**src/adder_pkg.sv**
```systemverilog
`default_nettype none

package adder_pkg;

        // operand width, fixed for the whole datapath
        localparam int DATA_W = 64;

        // kogge-stone levels after the brent-kung first level
        localparam int KS_LEVELS = $clog2(DATA_W) - 1;

        // one operand or one sum
        typedef logic [DATA_W-1:0] operand_t;

        // position 0 is the carry-in slot, positions 1..DATA_W are operand bits
        typedef logic [DATA_W:0] prefix_t;

        // carry into each sum bit
        typedef logic [DATA_W-1:0] carry_t;

        typedef struct packed {
                prefix_t p;
                prefix_t g;
        } pg_bus_t;

        typedef struct packed {
                operand_t a;
                operand_t b;
                logic     cin;
        } add_req_t;

        typedef struct packed {
                operand_t sum;
                logic     cout;
        } add_rsp_t;

endpackage

`default_nettype wire
```
**src/hc_adder.sv**
```systemverilog
`default_nettype none

module hc_adder
        import adder_pkg::*;
(
        input  logic     clk,
        input  logic     arst_n,
        input  logic     in_valid,
        input  add_req_t req,
        output logic     out_valid,
        output add_rsp_t rsp
);

        pg_bus_t bit_pg;
        carry_t  carries;

        // bitwise propagate and generate
        pg_gen i_pg_gen (
                .req    (req),
                .bit_pg (bit_pg)
        );

        // han-carlson carry network
        prefix_tree i_prefix_tree (
                .bit_pg  (bit_pg),
                .carries (carries)
        );

        // sum, carry-out and the output register
        sum_stage i_sum_stage (
                .clk       (clk),
                .arst_n    (arst_n),
                .in_valid  (in_valid),
                .bit_pg    (bit_pg),
                .carries   (carries),
                .rsp       (rsp),
                .out_valid (out_valid)
        );

endmodule

`default_nettype wire

```
**src/sum_stage.sv**
```systemverilog
`default_nettype none

module sum_stage
        import adder_pkg::*;
(
        input  logic    clk,
        input  logic    arst_n,
        input  logic    in_valid,
        input  pg_bus_t bit_pg,
        input  carry_t  carries,
        output add_rsp_t rsp,
        output logic    out_valid
);

        add_rsp_t rsp_next;

        // sum bit i sits at prefix position i+1
        always_comb begin
                rsp_next.sum  = bit_pg.p[DATA_W:1] ^ carries;
                rsp_next.cout = bit_pg.g[DATA_W]
                              | (bit_pg.p[DATA_W] & carries[DATA_W-1]);
        end

        // result register holds through idle cycles
        always_ff @(posedge clk or negedge arst_n) begin
                if (!arst_n) begin
                        rsp <= '0;
                end else if (in_valid) begin
                        rsp <= rsp_next;
                end
        end

        // valid strobe lines up with the registered result
        always_ff @(posedge clk or negedge arst_n) begin
                if (!arst_n) begin
                        out_valid <= 1'b0;
                end else begin
                        out_valid <= in_valid;
                end
        end

endmodule

`default_nettype wire

```
**src/prefix_tree.sv**
```systemverilog
`default_nettype none

module prefix_tree
        import adder_pkg::*;
(
        input  pg_bus_t bit_pg,
        output carry_t  carries
);

        // ks_pg[0] is the brent-kung result, ks_pg[KS_LEVELS] the last ks level
        pg_bus_t ks_pg [KS_LEVELS+1];
        carry_t  fix_g;

        // brent-kung first level, odd i with its even neighbour i-1
        always_comb begin
                ks_pg[0] = bit_pg;

                for (int i = 1; i <= DATA_W; i += 2) begin
                        ks_pg[0].g[i] = bit_pg.g[i] | (bit_pg.p[i] & bit_pg.g[i-1]);
                        ks_pg[0].p[i] = bit_pg.p[i] & bit_pg.p[i-1];
                end
        end

        // kogge-stone levels at distances 2, 4, 8, 16, 32
        for (genvar lvl = 0; lvl < KS_LEVELS; lvl++) begin : g_ks
                prefix_level #(
                        .DIST (2 << lvl)
                ) i_prefix_level (
                        .pg_in  (ks_pg[lvl]),
                        .pg_out (ks_pg[lvl+1])
                );
        end

        // after the last ks level every odd position spans down to the carry-in,
        // so one more combine finishes each even position
        always_comb begin
                fix_g = ks_pg[KS_LEVELS].g[DATA_W-1:0];

                for (int k = 2; k < DATA_W; k += 2) begin
                        fix_g[k] = ks_pg[KS_LEVELS].g[k]
                                 | (ks_pg[KS_LEVELS].p[k] & ks_pg[KS_LEVELS].g[k-1]);
                end
        end

        // position 0 is cin itself, the carry into sum bit 0
        assign carries = fix_g;

endmodule

`default_nettype wire

```
**src/prefix_level.sv**
```systemverilog
`default_nettype none

module prefix_level
        import adder_pkg::*;
#(
        parameter int DIST = 2
)
(
        input  pg_bus_t pg_in,
        output pg_bus_t pg_out
);

        // odd positions only, even ones wait for the fix-up level
        always_comb begin
                // untouched positions copy straight through
                pg_out = pg_in;

                for (int i = 1; i <= DATA_W; i += 2) begin
                        if (i - DIST >= 1) begin
                                pg_out.g[i] = pg_in.g[i] | (pg_in.p[i] & pg_in.g[i-DIST]);
                                pg_out.p[i] = pg_in.p[i] & pg_in.p[i-DIST];
                        end
                end
        end

endmodule

`default_nettype wire

```
**src/pg_gen.sv**
```systemverilog
`default_nettype none

module pg_gen
        import adder_pkg::*;
(
        input  add_req_t req,
        output pg_bus_t  bit_pg
);

        operand_t bit_p;
        operand_t bit_g;

        // half-adder terms per operand bit
        always_comb begin
                bit_p = req.a ^ req.b;
                bit_g = req.a & req.b;
        end

        // operand bits shift up one position to free slot 0
        always_comb begin
                bit_pg.p[DATA_W:1] = bit_p;
                bit_pg.g[DATA_W:1] = bit_g;

                // carry-in acts as a generate below bit 0, it never propagates
                bit_pg.p[0] = 1'b0;
                bit_pg.g[0] = req.cin;
        end

endmodule

`default_nettype wire

```
**config.mk**
```make
export PLATFORM = sky130hd
export DESIGN_NAME = hc_adder
export DESIGN_NICKNAME = d
export VERILOG_FILES = /design/src/adder_pkg.sv /design/src/hc_adder.sv /design/src/sum_stage.sv /design/src/prefix_tree.sv /design/src/prefix_level.sv /design/src/pg_gen.sv
export SDC_FILE = /design/constraint.sdc
export NUM_CORES = 1
export LEC_CHECK = 0
export ABC_CLOCK_PERIOD_IN_PS = 1600
export BUFFER_PORTS_ARGS = -buffer_cell sky130_fd_sc_hd__clkbuf_2
export CELL_PAD_IN_SITES_DETAIL_PLACEMENT = 0
export CELL_PAD_IN_SITES_GLOBAL_PLACEMENT = 2
export CORE_MARGIN = 4
export CORE_UTILIZATION = 33
export CTS_CLUSTER_DIAMETER = 40
export DETAILED_ROUTE_END_ITERATION = 16
export GPL_TIMING_DRIVEN = 0
export MAX_ROUTING_LAYER = met4
export PLACE_DENSITY = 0.95
export SLEW_MARGIN = 20
export SYNTH_ARGS = -nofsm -noshare
export SYNTH_HDL_FRONTEND = slang
export SYNTH_SLANG_ARGS = --single-unit
export TNS_END_PERCENT = 100
```
**constraint.sdc**
```tcl
create_clock -name clk -period 1.6 [get_ports clk]
set_input_delay 0.24 -clock clk [delete_from_list [all_inputs] [get_ports clk]]
set_output_delay 0.24 -clock clk [all_outputs]
set_load 0.02 [all_outputs]
```
==> reports/metrics.csv <==
stage,metric,value,unit
logic_synthesis,Post-synth EDFFs,0,
job,MaxCap Viol Count,0,
sta,Tcrit/Tclk final,187,%
finish,Finished Cell Area,0.00763,mm2
logic_synthesis,adder-cell share of the synthesized area,27.0,%
power,Flop pwr share,29.7,%
worst_hold_path,Worst Hold Launch,in_valid,
outcome,failing checks,setup timing,
routing,Post-DRT Antenna Nets,0,
routing,WL/cell,16.4,um
global_routing,first-pass GRT wire length,25000,um
critical_path,CP required,1820,ps
sta,RSZ-0062 raised after global routing,yes,
finish,"most common cell after layout, fill and taps aside",clkbuf_2,
finish,fill count,1472,
finish,"commonest non-fill, non-tap cells in the layout","190 x clkbuf_2, 66 x dfrtp_1, 55 x inv_1",
critical_path,Setup crit start kind,primary input,
critical_path,CP Cell Sequence,clkbuf_8 -> ha_1 -> o211a_4 -> a211oi_4 -> or4b_4 -> a21oi_4 -> o22ai_4 -> o31ai_4 -> a21oi_4 -> o21a_1 -> fa_2 -> xnor2_2 -> mux2_4,
critical_path,crit path capture type,flop,
floorplanning,die area,0.0182,mm2
power,switch share,35.4,%
critical_path,Worst Path Arrival,3220,ps
floorplanning,Site Rows,46,
sta,Setup TNS Final,-58640,ps
sta,Final min period,3000,ps
cts,clock sink count,66,
logic_synthesis,Yosys cell types,46,
sta,final worst-path setup slack,-1400,ps
power,clock share of power,30.6,%
routing,1st-iter DRT viols,165,
cts,Clock Latency Late Sink,330,ps
floorplanning,Ports,198,
finish,layout cells sized above 1,46.2,%
critical_path,CP Max Fanout,5,
cts,clock tree buffer depth,2,
logic_synthesis,Synth Area in XOR/XNOR,5.11,%
logic_synthesis,"flops & latches, synth",66,
sta,final hold vios,0,
critical_path,cell mode on critical path,a21oi_4,
critical_path,critical path type,primary input to flop,
finish,diode count,0,
routing,vias,4678,
routing,First-pass DRT Iterations,4,
critical_path,R2R setup slack,820,ps
place,GP Congestion,0.856,
routing,drt via density,4.86,
global_routing,gr ovfl total,0,
logic_synthesis,Compound-Gate Fraction of Synth Area,15.0,%
critical_path,r2r endpoint,i_sum_stage.rsp[4],
place,DP Area,0.00678,mm2
sta,FMAX,333,MHz
worst_hold_path,Hold WC Path Type,primary input to flop,
power,Pint,5.00,mW
finish,area delta synth->final,43.6,%
sta,actual slew at the worst max-slew pin,929,ps
critical_path,cells on worst reg2reg path,1,
global_routing,gr usage total,17.7,%
logic_synthesis,Post-Synthesis Cell Area,0.00531,mm2
sta,max-slew violations,0,
logic_synthesis,fraction of registers with async set/reset,100,%
power,pwr dens,1020,mW/mm2
worst_hold_path,Hold EP,i_sum_stage.out_valid,
floorplanning,die width,135,um
logic_synthesis,syn_area_per_cell,10.4,um2
cts,H-tree levels,3,
cts,TritonCTS clock tree,yes,
sta,# setup viols final,62,
cts,Root Buffer,clkbuf_16,
logic_synthesis,Simple-Gate Fraction of Synth Area,7.30,%
logic_synthesis,multiplexer area fraction after synthesis,9.80,%
finish,Util after Layout,48.2,%
routing,DRT Wirelength,15800,um
worst_hold_path,Min-Delay Path Depth,1,
power,leakage power,3.79,nW
outcome,status,"finished, violations left",
finish,# nets final,969,
sta,clk_skew,0,ps
logic_synthesis,sequential-to-total area share from yosys stat,31.1,%
floorplanning,core area,0.0158,mm2
floorplanning,Chip Height,135,um
power,Comb pwr share,39.7,%
cts,clock-pin slew on the worst setup and hold paths,60,ps
critical_path,CP max stage cell,or4b_4,
global_routing,initial antenna violation count,0,
logic_synthesis,Main synth FF type,dfrtp_1,
global_routing,largest net degree at the start of global routing,38,
routing,post-detailed-route DRC marker count,0,
place,Port Buffers,197,
critical_path,Reg-to-Reg Start,i_sum_stage.rsp[4],
floorplanning,Initial Utilization,33.5,%
logic_synthesis,largest family of logic cells by synthesized area,adder cells,
logic_synthesis,syn_nets,739,
power,Pwr Total,7.75,mW
place,DPL Wire Length,12700,um
logic_synthesis,Post-Synthesis Cells,512,
global_routing,number of global-route vias before repair,5058,
power,VDD IR-drop max,0.000600,V
power,Switch Pwr,2.75,mW
sta,Worst slew margin,38.1,%
logic_synthesis,Synth warnings,0,
cts,Num CTS Buffers,9,
critical_path,"slowest stage delay, CP",520,ps
[sequential cells by signal, indices dropped and copies added (netlist names)]
register               count
i_sum_stage.rsp           65
i_sum_stage.out_valid      1
[cells by family after synthesis]
group                    Yosys count
AO/OA/AOI/OAI                    121
adder cells (fa/ha/maj)           95
AND/OR/NAND/NOR                   86
flip-flops                        66
buffers and inverters             65
multiplexers                      48
XOR/XNOR                          31
[routing by layer]
layer	up-vias	part of all wire, %	track usage (%)
li1	2246	-	-
met1	2266	44	22.4
met2	147	49	28.9
met3	19	5.6	3.65
met4	0	1.7	5.43
met5	-	0	-
[metrics by stage]
| step | std cells | setup slack, ps | hold slack [ps] |
|---|---|---|---|
| final | 963 | -1400 | 38.6 |
| after floorplan | 512 | -1320 | -55.6 |
| after global routing | 963 | -1510 | 39.8 |
| after global placement | 925 | -1780 | 370 |
| after CTS | 953 | -1380 | 19.2 |
| after detailed placement | 926 | -1820 | 258 |
[final cells by class]
class / instances / area [um2] / area share, %
clock buffer: 10 / 239 / 3.13
multi-input combinational: 381 / 3860 / 50.6
inverter: 56 / 210 / 2.76
clock inverter: 6 / 114 / 1.49
sequential: 66 / 1650 / 21.7
tap: 216 / 270 / 3.54
timing repair buffer: 219 / 1250 / 16.4
buffer: 9 / 35.0 / 0.459
[worst max-delay path: cells and delay by family]
kind	cells	cell delay [ps]
simple gates	1	520
fa+ha+maj	2	640
xor+xnor	1	150
mux	1	260
buf+inv	1	120
compound gates	7	1290
[power by group through the flow]
stage	logic, mW	registers (mW)	clock network [mW]
finish	3.07	2.30	2.37
global route	3.37	2.36	2.50
CTS	2.97	2.31	2.45
detailed placement	2.85	2.33	0
global placement	2.76	2.32	0
floorplan	1.29	2.81	0
[repair_timing]
action,CTS,global route
buffers inserted,10,12
resized for setup,22,49
hold endpoints to repair,29,0
pin swaps,10,25
gates cloned,0,0
hold buffers,1,0
endpoints found under the setup margin,60,63
[worst max-delay path by stage]
stage,slack [ps],to,cells after the start,start
2_1_floorplan,-1320,i_sum_stage.rsp[62],11,req[67]
3_3_place_gp,-1780,i_sum_stage.rsp[47],13,req[4]
3_5_place_dp,-1820,i_sum_stage.rsp[61],13,req[6]
4_1_cts,-1380,i_sum_stage.rsp[62],12,req[70]
5_1_grt,-1510,i_sum_stage.rsp[61],13,req[71]
6_report,-1400,i_sum_stage.rsp[61],13,req[4]
[Yosys cell counts (2+ instances only)]
| cell | n | share of area, % |
|---|---|---|
| a211oi_1 | 4 | 0.57 |
| a21o_1 | 15 | 2.1 |
| a21o_2 | 3 | 0.49 |
| a21oi_1 | 50 | 4.7 |
| buf_1 | 7 | 0.49 |
| clkbuf_1 | 2 | 0.14 |
| dfrtp_1 | 66 | 31 |
| fa_1 | 33 | 12 |
| ha_1 | 62 | 15 |
| inv_1 | 56 | 4.0 |
| mux2_2 | 32 | 6.8 |
| mux2i_1 | 16 | 3.0 |
| nand2_1 | 32 | 2.3 |
| nand3_1 | 3 | 0.28 |
| nand4_1 | 8 | 0.94 |
| nor2_1 | 32 | 2.3 |
| nor2b_1 | 3 | 0.35 |
| nor3_1 | 2 | 0.19 |
| o211ai_1 | 3 | 0.42 |
| o21a_1 | 5 | 0.71 |
| o21ai_0 | 19 | 1.8 |
| o21bai_1 | 5 | 0.71 |
| xnor2_1 | 31 | 5.1 |
Power figures use the tool's default switching activity.
